<file path="config.mk">
export PLATFORM = sky130hd
export DESIGN_NAME = ifetch
export DESIGN_NICKNAME = d
export VERILOG_FILES = /design/src/verilog/fetch_pkg.sv /design/src/verilog/ifetch.sv /design/src/verilog/insn_assembler.sv /design/src/verilog/fetch_bus_master.sv /design/src/verilog/fetch_fifo.sv
export SDC_FILE = /design/constraint.sdc
export NUM_CORES = 1
export LEC_CHECK = 0
export BUFFER_PORTS_ARGS = -buffer_cell sky130_fd_sc_hd__buf_2
export CAP_MARGIN = 15
export CORE_ASPECT_RATIO = 1.25
export CORE_UTILIZATION = 25
export CTS_BUF_LIST = sky130_fd_sc_hd__clkbuf_16
export DETAILED_ROUTE_END_ITERATION = 10
export PLACE_DENSITY = 0.45
export RECOVER_POWER = 50
export SLEW_MARGIN = 40
export SYNTH_ARGS = -nofsm -noshare
export SYNTH_HDL_FRONTEND = slang
export SYNTH_HIERARCHICAL = 1
export SYNTH_SLANG_ARGS = --single-unit
</file>
<file path="constraint.sdc">
create_clock -name clk_i -period 10.3 [get_ports clk_i]
set_input_delay 1.03 -clock clk_i [delete_from_list [all_inputs] [get_ports clk_i]]
set_output_delay 1.03 -clock clk_i [all_outputs]
set_load 0.005 [all_outputs]
</file>
<file path="src/verilog/fetch_pkg.sv">
package fetch_pkg;

  // bus word as fetched
  typedef logic [31:0] word_t;

  // byte address
  typedef logic [31:0] addr_t;

  // decode-stage instruction where zero is a bubble
  typedef logic [63:0] insn_t;

  localparam addr_t RESET_PC = 32'hfffffff8;

  localparam addr_t WORD_BYTES = 32'd4; // address step per word

  localparam int FETCH_BURST = 4; // requests per burst
  localparam int FIFO_DEPTH = 16;

  localparam int LEVEL_W = 5; // holds 0..FIFO_DEPTH
  localparam int PTR_W = $clog2(FIFO_DEPTH);

  // FIFO fill level and the bus-side request counters
  typedef logic [LEVEL_W-1:0] level_t;

endpackage
</file>
<file path="src/verilog/ifetch.sv">
`timescale 1ns/1ps

module ifetch (
  input  logic             clk_i,
  input  logic             rst_i,
  input  logic             stall_i,
  input  logic             pc_set_i,
  input  fetch_pkg::addr_t pc_in_i,
  input  logic             halt_i,
  input  fetch_pkg::word_t wb_dat_i,
  input  logic             wb_ack_i,
  input  logic             wb_stall_i,
  output fetch_pkg::insn_t ir_o,
  output fetch_pkg::addr_t pc_o,
  output logic             wb_cyc_o,
  output logic             wb_stb_o,
  output fetch_pkg::addr_t wb_adr_o
);

  logic              fifo_push;
  fetch_pkg::word_t  fifo_din;
  logic              fifo_flush;
  logic              fifo_pop;
  fetch_pkg::word_t  fifo_dout;
  logic              fifo_empty;
  fetch_pkg::level_t fifo_level;

  fetch_bus_master u_bus (
    .clk_i        (clk_i),
    .rst_i        (rst_i),
    .pc_set_i     (pc_set_i),
    .pc_in_i      (pc_in_i),
    .halt_i       (halt_i),
    .wb_dat_i     (wb_dat_i),
    .wb_ack_i     (wb_ack_i),
    .wb_stall_i   (wb_stall_i),
    .fifo_level_i (fifo_level),
    .wb_cyc_o     (wb_cyc_o),
    .wb_stb_o     (wb_stb_o),
    .wb_adr_o     (wb_adr_o),
    .fifo_push_o  (fifo_push),
    .fifo_din_o   (fifo_din),
    .fifo_flush_o (fifo_flush)
  );

  fetch_fifo #(
    .payload_t (fetch_pkg::word_t)
  ) u_fifo (
    .clk_i   (clk_i),
    .rst_i   (rst_i),
    .flush_i (fifo_flush),
    .push_i  (fifo_push),
    .din_i   (fifo_din),
    .pop_i   (fifo_pop),
    .dout_o  (fifo_dout),
    .empty_o (fifo_empty),
    .full_o  (), // level already limits bursts
    .level_o (fifo_level)
  );

  insn_assembler u_asm (
    .clk_i        (clk_i),
    .rst_i        (rst_i),
    .stall_i      (stall_i),
    .pc_set_i     (pc_set_i),
    .pc_in_i      (pc_in_i),
    .fifo_dout_i  (fifo_dout),
    .fifo_empty_i (fifo_empty),
    .fifo_pop_o   (fifo_pop),
    .ir_o         (ir_o),
    .pc_o         (pc_o)
  );

endmodule

</file>
<file path="src/verilog/insn_assembler.sv">
`timescale 1ns/1ps

module insn_assembler (
  input  logic             clk_i,
  input  logic             rst_i,
  input  logic             stall_i,
  input  logic             pc_set_i,
  input  fetch_pkg::addr_t pc_in_i,
  input  fetch_pkg::word_t fifo_dout_i,
  input  logic             fifo_empty_i,
  output logic             fifo_pop_o,
  output fetch_pkg::insn_t ir_o,
  output fetch_pkg::addr_t pc_o
);

  typedef enum logic {
    S_FIRST,
    S_SECOND
  } state_t;

  state_t state_q, state_d;

  fetch_pkg::insn_t ir_q, ir_d;
  fetch_pkg::addr_t pc_q, pc_d;
  fetch_pkg::word_t low_q, low_d; // low half of a 64-bit insn

  assign fifo_pop_o = !stall_i && !fifo_empty_i && !pc_set_i;
  assign ir_o = ir_q;
  assign pc_o = pc_q;

  always_comb
  begin
    state_d = state_q;
    ir_d = ir_q;
    pc_d = pc_q;
    low_d = low_q;

    if (pc_set_i)
    begin
      pc_d = pc_in_i;
      state_d = S_FIRST; // pending low half is dropped
      if (!stall_i)
        ir_d = '0;
    end
    else if (!stall_i)
    begin
      if (fifo_empty_i)
        ir_d = '0; // starved so emit a bubble
      else
      begin
        pc_d = pc_q + fetch_pkg::WORD_BYTES;
        if (state_q == S_SECOND)
        begin
          ir_d = {fifo_dout_i, low_q};
          state_d = S_FIRST;
        end
        else if (fifo_dout_i[0])
        begin
          low_d = fifo_dout_i;
          ir_d = '0;
          state_d = S_SECOND;
        end
        else
          ir_d = {32'h0, fifo_dout_i};
      end
    end
  end

  always_ff @(posedge clk_i)
  begin
    low_q <= low_d;
  end

  always_ff @(posedge clk_i or posedge rst_i)
  begin
    if (rst_i)
    begin
      state_q <= S_FIRST;
      ir_q <= '0;
      pc_q <= fetch_pkg::RESET_PC;
    end
    else
    begin
      state_q <= state_d;
      ir_q <= ir_d;
      pc_q <= pc_d;
    end
  end

  a_ir_hold: assert property (@(posedge clk_i) disable iff (rst_i)
    stall_i |=> $stable(ir_o))
    else $error("ir_o changed while stalled");

endmodule

</file>
<file path="src/verilog/fetch_bus_master.sv">
`timescale 1ns/1ps

module fetch_bus_master (
  input  logic              clk_i,
  input  logic              rst_i,
  input  logic              pc_set_i,
  input  fetch_pkg::addr_t  pc_in_i,
  input  logic              halt_i,
  input  fetch_pkg::word_t  wb_dat_i,
  input  logic              wb_ack_i,
  input  logic              wb_stall_i,
  input  fetch_pkg::level_t fifo_level_i,
  output logic              wb_cyc_o,
  output logic              wb_stb_o,
  output fetch_pkg::addr_t  wb_adr_o,
  output logic              fifo_push_o,
  output fetch_pkg::word_t  fifo_din_o,
  output logic              fifo_flush_o
);

  typedef enum logic [1:0] {
    S_IDLE,
    S_FETCH,
    S_DRAIN,
    S_HALT
  } state_t;

  state_t state_q, state_d;

  fetch_pkg::addr_t adr_q, adr_d;
  fetch_pkg::level_t req_q, req_d; // requests accepted in this burst
  fetch_pkg::level_t out_q, out_d; // acks still owed by the slave
  fetch_pkg::level_t disc_q, disc_d; // stale acks left to drop
  logic halt_q, halt_d;

  logic accept;
  logic [fetch_pkg::LEVEL_W:0] room_need;

  assign wb_cyc_o = (state_q == S_FETCH) || (state_q == S_DRAIN);
  assign wb_stb_o = (state_q == S_FETCH) && !pc_set_i; // redirect drops stb at once
  assign wb_adr_o = adr_q;
  assign accept = wb_stb_o && !wb_stall_i;

  assign fifo_din_o = wb_dat_i;
  assign fifo_push_o = wb_ack_i && (disc_q == '0);
  assign fifo_flush_o = pc_set_i;

  // words buffered or in flight plus one more burst
  assign room_need = fifo_level_i + out_q + fetch_pkg::level_t'(fetch_pkg::FETCH_BURST);

  always_comb
  begin
    state_d = state_q;
    adr_d = adr_q;
    req_d = req_q;
    out_d = out_q + fetch_pkg::level_t'(accept) - fetch_pkg::level_t'(wb_ack_i);
    disc_d = disc_q;
    halt_d = halt_q | halt_i;

    if (wb_ack_i && (disc_q != '0))
      disc_d = disc_q - 1'b1;

    case (state_q)
      S_IDLE:
      begin
        if (halt_d)
          state_d = S_HALT;
        else if (room_need <= fetch_pkg::FIFO_DEPTH)
        begin
          state_d = S_FETCH;
          req_d = '0;
        end
      end
      S_FETCH:
      begin
        if (accept)
        begin
          adr_d = adr_q + fetch_pkg::WORD_BYTES;
          req_d = req_q + 1'b1;
          if (req_q == fetch_pkg::level_t'(fetch_pkg::FETCH_BURST - 1))
            state_d = S_DRAIN;
        end
      end
      S_DRAIN:
      begin
        if (out_d == '0)
          state_d = halt_d ? S_HALT : S_IDLE; // cyc low for at least a cycle
      end
      default:
        state_d = S_HALT; // only reset leaves
    endcase

    if (pc_set_i)
    begin
      adr_d = pc_in_i;
      disc_d = out_d; // everything still owed is stale
      if (state_q == S_FETCH)
        state_d = S_DRAIN;
    end
  end

  always_ff @(posedge clk_i or posedge rst_i)
  begin
    if (rst_i)
    begin
      state_q <= S_IDLE;
      adr_q <= fetch_pkg::RESET_PC;
      req_q <= '0;
      out_q <= '0;
      disc_q <= '0;
      halt_q <= 1'b0;
    end
    else
    begin
      state_q <= state_d;
      adr_q <= adr_d;
      req_q <= req_d;
      out_q <= out_d;
      disc_q <= disc_d;
      halt_q <= halt_d;
    end
  end

  // cyc covers every request and every ack still owed
  a_stb_in_cyc: assert property (@(posedge clk_i) disable iff (rst_i)
    (wb_stb_o || (out_q != '0)) |-> wb_cyc_o)
    else $error("stb or owed ack without cyc");

  // the slave may only ack what was accepted earlier
  a_ack_owed: assert property (@(posedge clk_i) disable iff (rst_i)
    wb_ack_i |-> (out_q != '0))
    else $error("ack with nothing outstanding");

endmodule

</file>
<file path="src/verilog/fetch_fifo.sv">
`timescale 1ns/1ps

module fetch_fifo #(
  parameter type payload_t = fetch_pkg::word_t
) (
  input  logic              clk_i,
  input  logic              rst_i,
  input  logic              flush_i,
  input  logic              push_i,
  input  payload_t          din_i,
  input  logic              pop_i,
  output payload_t          dout_o,
  output logic              empty_o,
  output logic              full_o,
  output fetch_pkg::level_t level_o
);

  payload_t mem [fetch_pkg::FIFO_DEPTH];

  logic [fetch_pkg::PTR_W-1:0] wr_ptr;
  logic [fetch_pkg::PTR_W-1:0] rd_ptr;
  fetch_pkg::level_t count;

  logic do_push;
  logic do_pop;

  assign do_push = push_i && !full_o && !flush_i; // flush wins over push
  assign do_pop = pop_i && !empty_o && !flush_i;

  assign empty_o = (count == '0);
  assign full_o = (count == fetch_pkg::level_t'(fetch_pkg::FIFO_DEPTH));
  assign level_o = count;
  assign dout_o = mem[rd_ptr]; // head word

  always_ff @(posedge clk_i)
  begin
    if (do_push)
      mem[wr_ptr] <= din_i;
  end

  always_ff @(posedge clk_i or posedge rst_i)
  begin
    if (rst_i)
    begin
      wr_ptr <= '0;
      rd_ptr <= '0;
      count <= '0;
    end
    else if (flush_i)
    begin
      wr_ptr <= '0;
      rd_ptr <= '0;
      count <= '0;
    end
    else
    begin
      if (do_push)
        wr_ptr <= wr_ptr + 1'b1; // depth is a power of two
      if (do_pop)
        rd_ptr <= rd_ptr + 1'b1;
      case ({do_push, do_pop})
        2'b10: count <= count + 1'b1;
        2'b01: count <= count - 1'b1;
        default: count <= count;
      endcase
    end
  end

  a_no_overflow: assert property (@(posedge clk_i) disable iff (rst_i)
    push_i && !flush_i |-> !full_o)
    else $error("fifo push while full");

  a_no_underflow: assert property (@(posedge clk_i) disable iff (rst_i)
    pop_i && !flush_i |-> !empty_o)
    else $error("fifo pop while empty");

endmodule

</file>
==> Flow_metrics.wiki, run 1 <==
{| class="wikitable"
! Metric !! Value
|-
| DRT antenna net count || 0
|-
| Family with the most delay on the worst path || buffers and inverters
|-
| Clk network pwr share || 0.421
|-
| Switching share of power || 0.232
|-
| Clock Sinks || 703
|-
| Number of global-route vias before repair || 16500
|-
| Leading cell type in the layout, fill and taps excluded || edfxtp_1
|-
| Final count of hold timing violations || 0
|-
| Result of the run || finished with violations
|-
| Power density over the cells || 186 nW/um2
|-
| Estimated wirelength of the detail-placed design || 48000 um
|-
| Worst slew margin relative to its limit || -1.57
|-
| Top-level port count || approximately 200
|-
| Hold slack || 0.487 ns
|-
| Cell Chain, Critical Path || clkbuf_1 > clkbuf_1 > or3_1 > buf_4 > inv_1 > o21ai_1 > or3b_1 > inv_2 > ha_1 > nor2b_1 > o22a_1 > mux2i_1 > a31oi_1
|-
| Clock-pin slew reported for the worst setup and hold paths after clock tree synthesis || 0.06 ns
|-
| Cell internal power dissipation || slightly below 5 mW
|-
| Layout Nets || 1966
|-
| All-Layer GR Usage || 0.136
|-
| Final critical delay including setup and external delays || 6.01 ns
|-
| First-pass iteration count of the detailed router || 4
|-
| Maximum vdd ir drop || roughly 0.098 mV
|-
| Met2 routed WL || 40300 um
|-
| Source-to-sink clock delay at the later pin of the worst-skew pair || 0.63 ns
|-
| Setup repair after global routing missed its margin || false
|-
| Die Area || ~120000 um2
|-
| Clock tree from TritonCTS || done
|-
| Worst min-delay path class || reg -> reg
|-
| Antenna violations before repair || 19
|-
| Type of destination of the critical path || flop
|-
| Final setup violation count || 0
|-
| Most frequent cells in the layout || edfxtp_1, mux4_2, nand2_1
|-
| Setup TNS || 0 ns
|-
| Routed length on met1 || 33900 um
|-
| Static Leak || approximately 11 nW
|-
| Startpoint class of the critical path || primary input
|-
| Net Count, Synth || 1781
|-
| Met3 WL post-DR || about 4500 um
|-
| Mapped Area || 29200 um2
|-
| Detailed Route WL || 80400 um
|-
| DRC violations left || 0
|-
| Share of cells above drive strength 1 || 0.267
|-
| Overall overflow remaining after global route || 0
|-
| Buffer cell driving the clock tree root || clkbuf_16
|-
| Maximum number of pins on one net before global-route repair || 75
|-
| Non-Filler Instances || 3471
|-
| Portion of the clock cycle consumed by the worst path in the final layout || 0.584
|-
| Maximum fanout encountered on the critical timing path || just under 70
|-
| Critical-path top delay cell || clkbuf_1
|-
| Avg WL per Cell || 23.2 um
|-
| Wire length of the first global-routing pass || between 100000 and 150000 um
|-
| Slew at the pin closest to its max-slew limit || about 3.9 ns
|-
| Starting DRT DRC Count || 1019
|-
| Clk_skew || ~0.028 ns
|-
| Max Slew Vio Count || 207
|-
| Biggest cell delay along the critical path || between 1.5 and 2 ns
|-
| Number of buffers added on ports || 200
|-
| Hold Buf Count CTS || 0
|-
| H-tree depth || 3
|-
| Maximum clock rate || 0.166 GHz
|-
| Cell count after placement || 3339
|-
| Number of buffers added by the clock tree synthesis step || around 70
|-
| Cell row count || roughly 140
|-
| Worst Path Buf+Inv || 5
|-
| Number of gates given a new drive strength after cts || 0
|-
| CTS Buffer Depth || 3
|-
| Switching Power || 1.47 mW
|-
| Vias after detailed routing || 15800
|-
| Post-DR vias/cell || 4.54
|-
| Required time of the critical path || 10.66 ns
|-
| Count of max-cap constraint violations || 4
|-
| Initial core utilization || 0.253
|-
| Ant. Diodes || 0
|-
| Synthesized area divided by synthesized cell count || 17.4 um2
|-
| Post CTS Setup Buffer Count || 0
|-
| Part of the power in registers || 0.506
|-
| Gate count of the mapped netlist || 1676
|-
| Placer Congestion || roughly 0.79
|-
| Die Ht || 384 um
|-
| Placeable core region || 115000 um2
|-
| Comb pwr share || 0.073
|-
| Die width || 307 um
|-
| Failing checks || capacitance limit, slew limit
|-
| Total number of yosys warnings || 6
|-
| Arrival time of data at the critical path endpoint || 6.37 ns
|-
| Area Growth Syn to Fin || 17.0%
|-
| Critical path type || in -> reg
|-
| Topmost layer with routed signal wires || met5
|-
| Most frequent CP cell || clkbuf_1
|}
-- registers in the layout, indices dropped and copies added (netlist names) --
name / cells
u_fifo/rd_ptr: 4
u_fifo/level_o: 5
u_asm/pc_o: 32
u_bus/disc_q: 5
u_bus/halt_q: 1
u_bus/wb_adr_o: 32
u_asm/state_q: 1
u_fifo/wr_ptr: 4
u_bus/req_q: 5
u_fifo/mem: 512
u_asm/ir_o: 64
u_asm/low_q: 31
u_bus/out_q: 5
u_bus/state_q: 2
-- cell type report --
class / count / area (um2)
Sequential cell: 703 / 20400
Timing Repair Buffer: 234 / 1170
Tap cell: 1551 / 1940
Inverter: 35 / 133
Clock buffer: 72 / 1800
Multi-Input combinational cell: 816 / 8080
Fill cell: 11400 / 81200
Clock inverter: 60 / 601
-- per-stage QoR --
step           total power, mW   util  setup WS (ns)  cell area [um2]
3_5_place_dp              3.74  0.276           5.70            31900
5_1_grt                   6.58  0.296           3.80            34100
6_report                  6.33  0.296           4.29            34100
4_1_cts                   6.43  0.297           6.31            34300
3_3_place_gp              3.72  0.276           5.73            31800
2_1_floorplan             3.57      -           6.45            29200
-- path summary, 6_finish.rpt --
check / startpoint / end / slack (ns) / cells after the start
setup reg to reg: u_fifo/rd_ptr[0]$_DFFE_PP0P_ / u_asm/ir_o[18]$_DFFE_PP0N_ / 6.01 / 7
setup / recovery: pc_set_i / u_fifo/level_o[4]$_DFFE_PP0P_ / 4.29 / 13
min in group asynchronous: rst_i / u_fifo/wr_ptr[0]$_DFFE_PP0P_ / 0.52 / 2
hold / removal: u_asm/ir_o[20]$_DFFE_PP0N_ / u_asm/ir_o[20]$_DFFE_PP0N_ / 0.49 / 2
max in group asynchronous: rst_i / u_asm/ir_o[53]$_DFFE_PP0N_ / 5.05 / 3
hold reg to reg: u_asm/ir_o[20]$_DFFE_PP0N_ / u_asm/ir_o[20]$_DFFE_PP0N_ / 0.49 / 2
-- metal layers --
layer	GRT usage	vias to the layer above
li1	-	6885
met1	0.169	8326
met2	0.234	415
met3	0.0308	120
met4	0.0375	24
met5	0	-
-- worst reg2reg max path, cell delays in order (launching register included) --
cell     delay [ns]
dfrtp_1        1.21
buf_6          0.60
buf_4          0.70
mux4_2         0.66
mux4_2         0.56
nor3b_1        0.17
a21oi_1        0.15
o21ai_0        0.09
-- power groups by stage --
stage / Clock [mW] / Sequential, mW / Combinational, mW
6_report: 2.66 / 3.20 / 0.464
5_1_grt: 2.84 / 3.21 / 0.524
4_1_cts: 2.75 / 3.20 / 0.475
3_5_place_dp: 0 / 3.26 / 0.473
3_3_place_gp: 0 / 3.26 / 0.457
2_1_floorplan: 0 / 3.24 / 0.331
(Power assumes the default switching activity.)
==> run 2, diff against run 1 <==
Settings changed: PLACE_DENSITY 0.45 to 0.46.
Clock period 10.3 ns to 4.8 ns, I/O delays scaled along.
==> Flow_metrics.wiki, run 2 (same netlist as run 1, synthesis figures left out) <==
{| class="wikitable"
! Metric !! Value
|-
| Result of the run || finished with violations (unchanged)
|-
| Failing checks || capacitance limit, slew limit (unchanged)
|-
| Worst Path Buf+Inv || 3 (was 5)
|-
| Hold slack || 0.0603 ns (was 0.487 ns)
|-
| Cell internal power dissipation || 10.2 mW (was 4.86 mW)
|-
| Final count of hold timing violations || 0 (unchanged)
|-
| Source of the worst register-to-register timing path || u_bus/state_q[1]$_DFF_PP0_ (was u_fifo/rd_ptr[0]$_DFFE_PP0P_)
|-
| Layout Nets || 1970 (was 1966)
|-
| Critical-path top delay cell || clkbuf_2 (was clkbuf_1)
|-
| Post CTS Setup Buffer Count || 0 (unchanged)
|-
| Clock tree from TritonCTS || done (unchanged)
|-
| Clock Sinks || 703 (unchanged)
|-
| Clk network pwr share || 0.410 (was 0.421)
|-
| Post-DR vias/cell || 4.50 (was 4.54)
|-
| Hold path endpoint || u_asm/pc_o[22]$_DFFE_PP1N_ (was u_asm/ir_o[20]$_DFFE_PP0N_)
|-
| Switching Power || 3.14 mW (was 1.47 mW)
|-
| Slew at the pin closest to its max-slew limit || 3.09 ns (was 3.86 ns)
|-
| Largest register by flop count || u_fifo/mem (unchanged)
|-
| Final Core Density || 0.296 (about the same)
|-
| Die Ht || 384 um (unchanged)
|-
| Placeable core region || 115000 um2 (unchanged)
|-
| Buffer cell driving the clock tree root || clkbuf_16 (unchanged)
|-
| Cells on Worst Hold Path || 3 (was 2)
|-
| Placer Congestion || 0.811 (was 0.787)
|-
| Worst min-delay path class || in -> reg (was reg -> reg)
|-
| Die Area || 118000 um2 (unchanged)
|-
| Number of buffers added by the clock tree synthesis step || 73 (was 71)
|-
| Avg WL per Cell || 21.8 um (was 23.2 um)
|-
| Estimated wirelength of the detail-placed design || 48300 um (was 48000 um)
|-
| Wire length of the first global-routing pass || 112000 um (was 117000 um)
|-
| Maximum clock rate || 0.247 GHz
|-
| Part of the power in registers || 0.515 (was 0.506)
|-
| Arrival time of data at the critical path endpoint || 4.42 ns (was 6.37 ns)
|-
| Share of cells above drive strength 1 || 0.261 (was 0.267)
|-
| Critical path type || in -> reg (unchanged)
|-
| Type of destination of the critical path || flop (unchanged)
|-
| Worst slew margin relative to its limit || -1.06 (was -1.57)
|-
| Power density over the cells || 391 nW/um2 (was 186 nW/um2)
|-
| First-pass iteration count of the detailed router || 7 (was 4)
|-
| Cell row count || 139 (unchanged)
|-
| Number of global-route vias before repair || 16700 (was 16500)
|-
| Leading cell type in the layout, fill and taps excluded || edfxtp_1 (unchanged)
|-
| Static Leak || 11.2 nW (was 11.3 nW)
|-
| Most frequent cells in the layout || edfxtp_1, mux4_2, nand2_1 (unchanged)
|-
| Comb pwr share || 0.075 (was 0.073)
|-
| Number of buffers added on ports || 200 (unchanged)
|-
| Switching share of power || 0.236 (was 0.232)
|-
| Maximum fanout encountered on the critical timing path || 158 (was 68)
|-
| DRC violations left || 0 (unchanged)
|-
| Clk_skew || 0.0264 ns (was 0.0283 ns)
|-
| Setup repair after global routing missed its margin || false (unchanged)
|-
| Required time of the critical path || 5.17 ns (was 10.66 ns)
|-
| Cell Chain, Critical Path || buf_4 > clkbuf_2 > or3b_1 > inv_2 > ha_1 > nor2b_1 > o22a_1 > mux2i_1 > a31oi_1 (was clkbuf_1 > clkbuf_1 > or3_1 > buf_4 > inv_1 > o21ai_1 > or3b_1 > inv_2 > ha_1 > nor2b_1 > o22a_1 > mux2i_1 > a31oi_1)
|-
| Startpoint class of the critical path || primary input (unchanged)
|-
| Reg-to-reg critical path endpoint || u_bus/state_q[0]$_DFF_PP0_ (was u_asm/ir_o[18]$_DFFE_PP0N_)
|-
| Count of max-cap constraint violations || 3 (was 4)
|-
| Clock-pin slew reported for the worst setup and hold paths after clock tree synthesis || 0.06 ns (about the same)
|-
| H-tree depth || 3 (unchanged)
|-
| Die width || 307 um (unchanged)
|-
| Top-level port count || 201 (unchanged)
|-
| Initial core utilization || 0.253 (unchanged)
|-
| Area Growth Syn to Fin || 16.9% (was 17.0%)
|-
| Register-to-Register Setup Slack || 0.93 ns (was 6.01 ns)
|-
| All-Layer GR Usage || 0.129 (was 0.136)
|-
| Portion of the clock cycle consumed by the worst path in the final layout || 0.843
|-
| Cell count after placement || 3339 (unchanged)
|-
| Setup TNS || 0 ns (unchanged)
|-
| Vias after detailed routing || 15600 (was 15800)
|-
| Source-to-sink clock delay at the later pin of the worst-skew pair || 0.66 ns (was 0.63 ns)
|-
| Overall overflow remaining after global route || 0 (unchanged)
|-
| Min-Delay Startpoint || pc_in_i[22] (was u_asm/ir_o[20]$_DFFE_PP0N_)
|-
| Non-Filler Instances || 3472 (was 3471)
|-
| Max Slew Vio Count || 273 (was 207)
|-
| Family with the most delay on the worst path || buffers and inverters (unchanged)
|-
| Number of flip-flops in the largest register || 512 (unchanged)
|-
| CTS Buffer Depth || 3 (unchanged)
|-
| Detailed Route WL || 75700 um (was 80400 um)
|-
| Starting DRT DRC Count || 1078 (was 1019)
|-
| DRT antenna net count || 0 (unchanged)
|-
| Maximum vdd ir drop || 0.257 mV (was 0.0982 mV)
|-
| Final setup violation count || 0 (unchanged)
|-
| Biggest cell delay along the critical path || 2.13 ns (was 1.97 ns)
|-
| Worst r2r path cells || 15 (was 7)
|-
| Maximum number of pins on one net before global-route repair || 159 (was 75)
|-
| Antenna violations before repair || 15 (was 19)
|-
| Final critical delay including setup and external delays || 4.05 ns
|}
-- run 2: worst max-delay path by stage --
stage               cells after the start  slack, ns                             to                   startpoint
floorplan                               8       1.34     u_fifo/mem[0][0]$_DFFE_PP_  u_bus/disc_q[0]$_DFFE_PP0P_
global placement                       15       0.99     u_bus/state_q[0]$_DFF_PP0_   u_bus/state_q[1]$_DFF_PP0_
detailed placement                     15       0.93     u_bus/state_q[0]$_DFF_PP0_   u_bus/state_q[1]$_DFF_PP0_
CTS                                    15       0.92     u_bus/state_q[0]$_DFF_PP0_   u_bus/state_q[1]$_DFF_PP0_
global route                            9       0.46  u_fifo/level_o[4]$_DFFE_PP0P_                     pc_set_i
finish                                  9       0.75  u_fifo/level_o[4]$_DFFE_PP0P_                     pc_set_i
-- run 2: layout make-up --
| cell class | instances | area [um2] |
|---|---|---|
| Antenna cell | 1 | 2.50 |
| Multi-Input combinational cell | 816 | 8080 |
| Timing Repair Buffer | 236 | 1250 |
| Clock buffer | 75 | 1880 |
| Fill cell | 11400 | 81200 |
| Clock inverter | 55 | 408 |
| Inverter | 35 | 133 |
| Tap cell | 1551 | 1940 |
| Sequential cell | 703 | 20400 |
-- run 2: metrics by stage --
| stage | setup slack, ns | total power [mW] | cell area (um2) |
|---|---|---|---|
| 2_1_floorplan | 1.34 | 7.67 | 29200 |
| 3_3_place_gp | 0.994 | 7.98 | 31900 |
| 3_5_place_dp | 0.931 | 8.01 | 31900 |
| 4_1_cts | 0.924 | 13.6 | 34200 |
| 5_1_grt | 0.463 | 13.9 | 34100 |
| 6_report | 0.752 | 13.3 | 34100 |
-- run 2: worst reg2reg max path: cells and delay by family, from the launching register on --
| family | cells | cell delay (ns) |
|---|---|---|
| AO/OA/AOI/OAI | 3 | 0.66 |
| adder cells (fa/ha/maj) | 4 | 1.18 |
| AND/OR/NAND/NOR | 3 | 0.96 |
| buffers and inverters | 4 | 0.41 |
| flip-flops | 1 | 0.42 |
| XOR/XNOR | 1 | 0.13 |
-- run 2: per-layer routing --
layer / GRT usage / vias to the layer above / share of wire
met2: 0.228 / 378 / 0.52
met1: 0.150 / 8216 / 0.40
met4: 0.0369 / 26 / 0.022
met3: 0.0367 / 109 / 0.058
met5: 0 / - / 0.0022
li1: - / 6888 / -
-- run 2: power groups by stage --
stage          logic [mW]  clock network (mW)  registers [mW]
2_1_floorplan       0.710                   0            6.96
3_3_place_gp        0.983                   0            6.99
3_5_place_dp         1.02                   0            7.00
4_1_cts              1.02                5.66            6.87
5_1_grt              1.13                5.85            6.89
6_report            0.999                5.47            6.87
-- run 2: timing repair --
| action | 4_1_cts | 5_1_grt |
|---|---|---|
| hold buffers | 1 | 0 |
| hold endpoints to repair | 13 | 0 |
| resized for setup | 0 | 0 |
==> run 3, diff against run 2 <==
Settings changed: PLACE_DENSITY 0.46 to 0.45.
Clock period 4.8 ns to 4.1 ns, I/O delays scaled along.
==> Flow_metrics.wiki, run 3 (same netlist as run 1, synthesis figures left out) <==
{| class="wikitable"
! Metric !! Value
|-
| Wire length of the first global-routing pass || 116000 um (was 112000 um)
|-
| Non-Filler Instances || 3516 (was 3472)
|-
| Clock Sinks || 703 (unchanged)
|-
| Cell count after placement || 3344 (was 3339)
|-
| Type of destination of the critical path || flop (unchanged)
|-
| Placeable core region || 115000 um2 (unchanged)
|-
| Final Core Density || 0.301 (was 0.296)
|-
| Clk_skew || 0.0325 ns (was 0.0264 ns)
|-
| Clock-pin slew reported for the worst setup and hold paths after clock tree synthesis || 0.06 ns (about the same)
|-
| Cells on Worst Hold Path || 3 (unchanged)
|-
| Final critical delay including setup and external delays || ~3.6 ns
|-
| Placer Congestion || 0.773 (was 0.811)
|-
| Maximum fanout encountered on the critical timing path || 7 (was 158)
|-
| Critical path type || reg -> reg (was in -> reg)
|-
| Overall overflow remaining after global route || 0 (unchanged)
|-
| Result of the run || finished with violations (unchanged)
|-
| Final count of hold timing violations || 0 (unchanged)
|-
| Clk network pwr share || 0.424 (was 0.410)
|-
| Power density over the cells || 464 nW/um2 (was 391 nW/um2)
|-
| Startpoint class of the critical path || flop (was primary input)
|-
| Final setup violation count || 0 (unchanged)
|-
| Cell internal power dissipation || 12.3 mW (was 10.2 mW)
|-
| Portion of the clock cycle consumed by the worst path in the final layout || 0.882
|-
| Maximum number of pins on one net before global-route repair || 159 (unchanged)
|-
| Maximum clock rate || 0.277 GHz
|-
| Setup TNS || 0 ns (unchanged)
|-
| Max Slew Vio Count || 33 (was 273)
|-
| DRT antenna net count || 0 (unchanged)
|-
| Die Ht || 384 um (unchanged)
|-
| Filler instances || 11300 (was 11400)
|-
| Reg-to-reg critical path endpoint || u_bus/state_q[0]$_DFF_PP0_ (unchanged)
|-
| Largest register by flop count || u_fifo/mem (unchanged)
|-
| DRC violations left || 0 (unchanged)
|-
| Register-to-Register Setup Slack || 0.49 ns (was 0.93 ns)
|-
| Area Growth Syn to Fin || 19.1% (was 16.9%)
|-
| H-tree depth || 3 (unchanged)
|-
| Number of flip-flops in the largest register || 512 (unchanged)
|-
| Die Area || 118000 um2 (unchanged)
|-
| Count of max-cap constraint violations || 1 (was 3)
|-
| Slew at the pin closest to its max-slew limit || 1.90 ns (was 3.09 ns)
|-
| Source-to-sink clock delay at the later pin of the worst-skew pair || 0.66 ns (about the same)
|-
| Comb pwr share || 0.076 (was 0.075)
|-
| Vias after detailed routing || 15900 (was 15600)
|-
| Arrival time of data at the critical path endpoint || 4.13 ns (was 4.42 ns)
|-
| First-pass iteration count of the detailed router || 6 (was 7)
|-
| Number of buffers added by the clock tree synthesis step || 77 (was 73)
|-
| Leading cell type in the layout, fill and taps excluded || edfxtp_1 (unchanged)
|-
| Hold path endpoint || u_asm/pc_o[26]$_DFFE_PP1N_ (was u_asm/pc_o[22]$_DFFE_PP1N_)
|-
| Worst min-delay path class || in -> reg (unchanged)
|-
| Estimated wirelength of the detail-placed design || 50700 um (was 48300 um)
|-
| Starting DRT DRC Count || 1052 (was 1078)
|-
| Required time of the critical path || 4.62 ns (was 5.17 ns)
|-
| Number of global-route vias before repair || 16900 (was 16700)
|-
| Most frequent cells in the layout || edfxtp_1, mux4_2, nand2_1 (unchanged)
|-
| Cell row count || 139 (unchanged)
|-
| Buffer cell driving the clock tree root || clkbuf_16 (unchanged)
|-
| Number of buffers added on ports || 200 (unchanged)
|-
| Layout Nets || 2009 (was 1970)
|-
| Static Leak || 11.5 nW (was 11.2 nW)
|-
| Initial core utilization || 0.253 (unchanged)
|-
| Setup repair after global routing missed its margin || false (unchanged)
|-
| Post CTS Setup Buffer Count || 0 (unchanged)
|-
| Post-DR vias/cell || 4.53 (was 4.50)
|-
| Part of the power in registers || 0.500 (was 0.515)
|-
| All-Layer GR Usage || 0.134 (was 0.129)
|-
| Failing checks || capacitance limit, slew limit (unchanged)
|-
| Source of the worst register-to-register timing path || u_bus/state_q[1]$_DFF_PP0_ (unchanged)
|-
| Top-level port count || 201 (unchanged)
|-
| Die width || 307 um (unchanged)
|-
| Switching share of power || 0.234 (was 0.236)
|-
| Switching Power || 3.77 mW (was 3.14 mW)
|-
| Number of gates given a new drive strength after cts || 0 (unchanged)
|-
| Hold Buf Count CTS || 32 (was 1)
|-
| Worst slew margin relative to its limit || -0.264 (was -1.06)
|-
| Share of cells above drive strength 1 || 0.258 (was 0.261)
|-
| Clock tree from TritonCTS || done (unchanged)
|-
| Worst r2r path cells || 15 (unchanged)
|-
| CTS Buffer Depth || 3 (unchanged)
|-
| Maximum vdd ir drop || 0.288 mV (was 0.257 mV)
|-
| Avg WL per Cell || 22.4 um (was 21.8 um)
|-
| Antenna violations before repair || 7 (was 15)
|-
| Min-Delay Startpoint || pc_in_i[26] (was pc_in_i[22])
|-
| Detailed Route WL || 78700 um (was 75700 um)
|}
run 3: cell types whose count changed in the layout (fill, tap and decap cells not counted), sizes merged:
| cell | change |
|---|---|
| dlygate4sd3 | +31 |
| buf | +6 |
| clkinv | +5 |
| bufinv | +4 |
| clkinvlp | -3 |
| clkbuf | +1 |
| diode | +1 |
| inv | -1 |
run 3: worst max-delay path by stage:
stage                                           start                         end
after floorplan           u_bus/disc_q[0]$_DFFE_PP0P_  u_fifo/mem[0][0]$_DFFE_PP_
after global placement     u_bus/state_q[1]$_DFF_PP0_  u_bus/state_q[0]$_DFF_PP0_
after detailed placement   u_bus/state_q[1]$_DFF_PP0_  u_bus/state_q[0]$_DFF_PP0_
after CTS                  u_bus/state_q[1]$_DFF_PP0_  u_bus/state_q[0]$_DFF_PP0_
after global routing       u_bus/state_q[1]$_DFF_PP0_  u_bus/state_q[0]$_DFF_PP0_
final                      u_bus/state_q[1]$_DFF_PP0_  u_bus/state_q[0]$_DFF_PP0_
run 3: layout make-up:
type                            instances  area (um2)  area share
Clock inverter                         60         514      0.0148
Antenna cell                            2        5.00    0.000144
Timing Repair Buffer                  271        1720      0.0494
Tap cell                             1551        1940      0.0559
Sequential cell                       703       20400       0.587
Clock buffer                           78        1950      0.0562
Multi-Input combinational cell        816        8080       0.233
Inverter                               35         136     0.00393
run 3: per-stage QoR:
| step | power, mW | cell area, um2 | hold slack (ns) | setup slack [ns] |
|---|---|---|---|---|
| floorplan | 8.98 | 29200 | 0.287 | 0.642 |
| global placement | 9.37 | 32100 | 0.464 | 0.526 |
| detailed placement | 9.41 | 32100 | 0.464 | 0.488 |
| CTS | 16.4 | 34900 | 0.0150 | 0.472 |
| global route | 16.7 | 34700 | 0.0416 | 0.227 |
| finish | 16.1 | 34700 | 0.0638 | 0.485 |
run 3: routing by layer:
layer,GRT usage,share of wire,vias up
li1,-,-,6967
met1,0.165,0.42,8485
met2,0.234,0.51,353
met3,0.0253,0.047,113
met4,0.0416,0.020,8
met5,0,0.00051,-
run 3: power groups by stage:
stage          sequential, mW  clock [mW]  combinational (mW)
2_1_floorplan            8.15           0               0.832
3_3_place_gp             8.19           0                1.18
3_5_place_dp             8.20           0                1.22
4_1_cts                  8.06        7.05                1.25
5_1_grt                  8.07        7.30                1.36
6_report                 8.05        6.83                1.22
run 3: critical path: stages (launching register included):
cell      delay [ns]
dfrtp_1         0.42
inv_1           0.13
ha_1            0.18
nor3b_4         0.32
inv_1           0.14
ha_1            0.29
inv_1           0.06
ha_1            0.16
inv_1           0.05
fa_1            0.40
nand2b_1        0.16
a21oi_1         0.15
xnor2_1         0.14
nor4b_2         0.40
o311ai_1        0.14
a221o_1         0.36
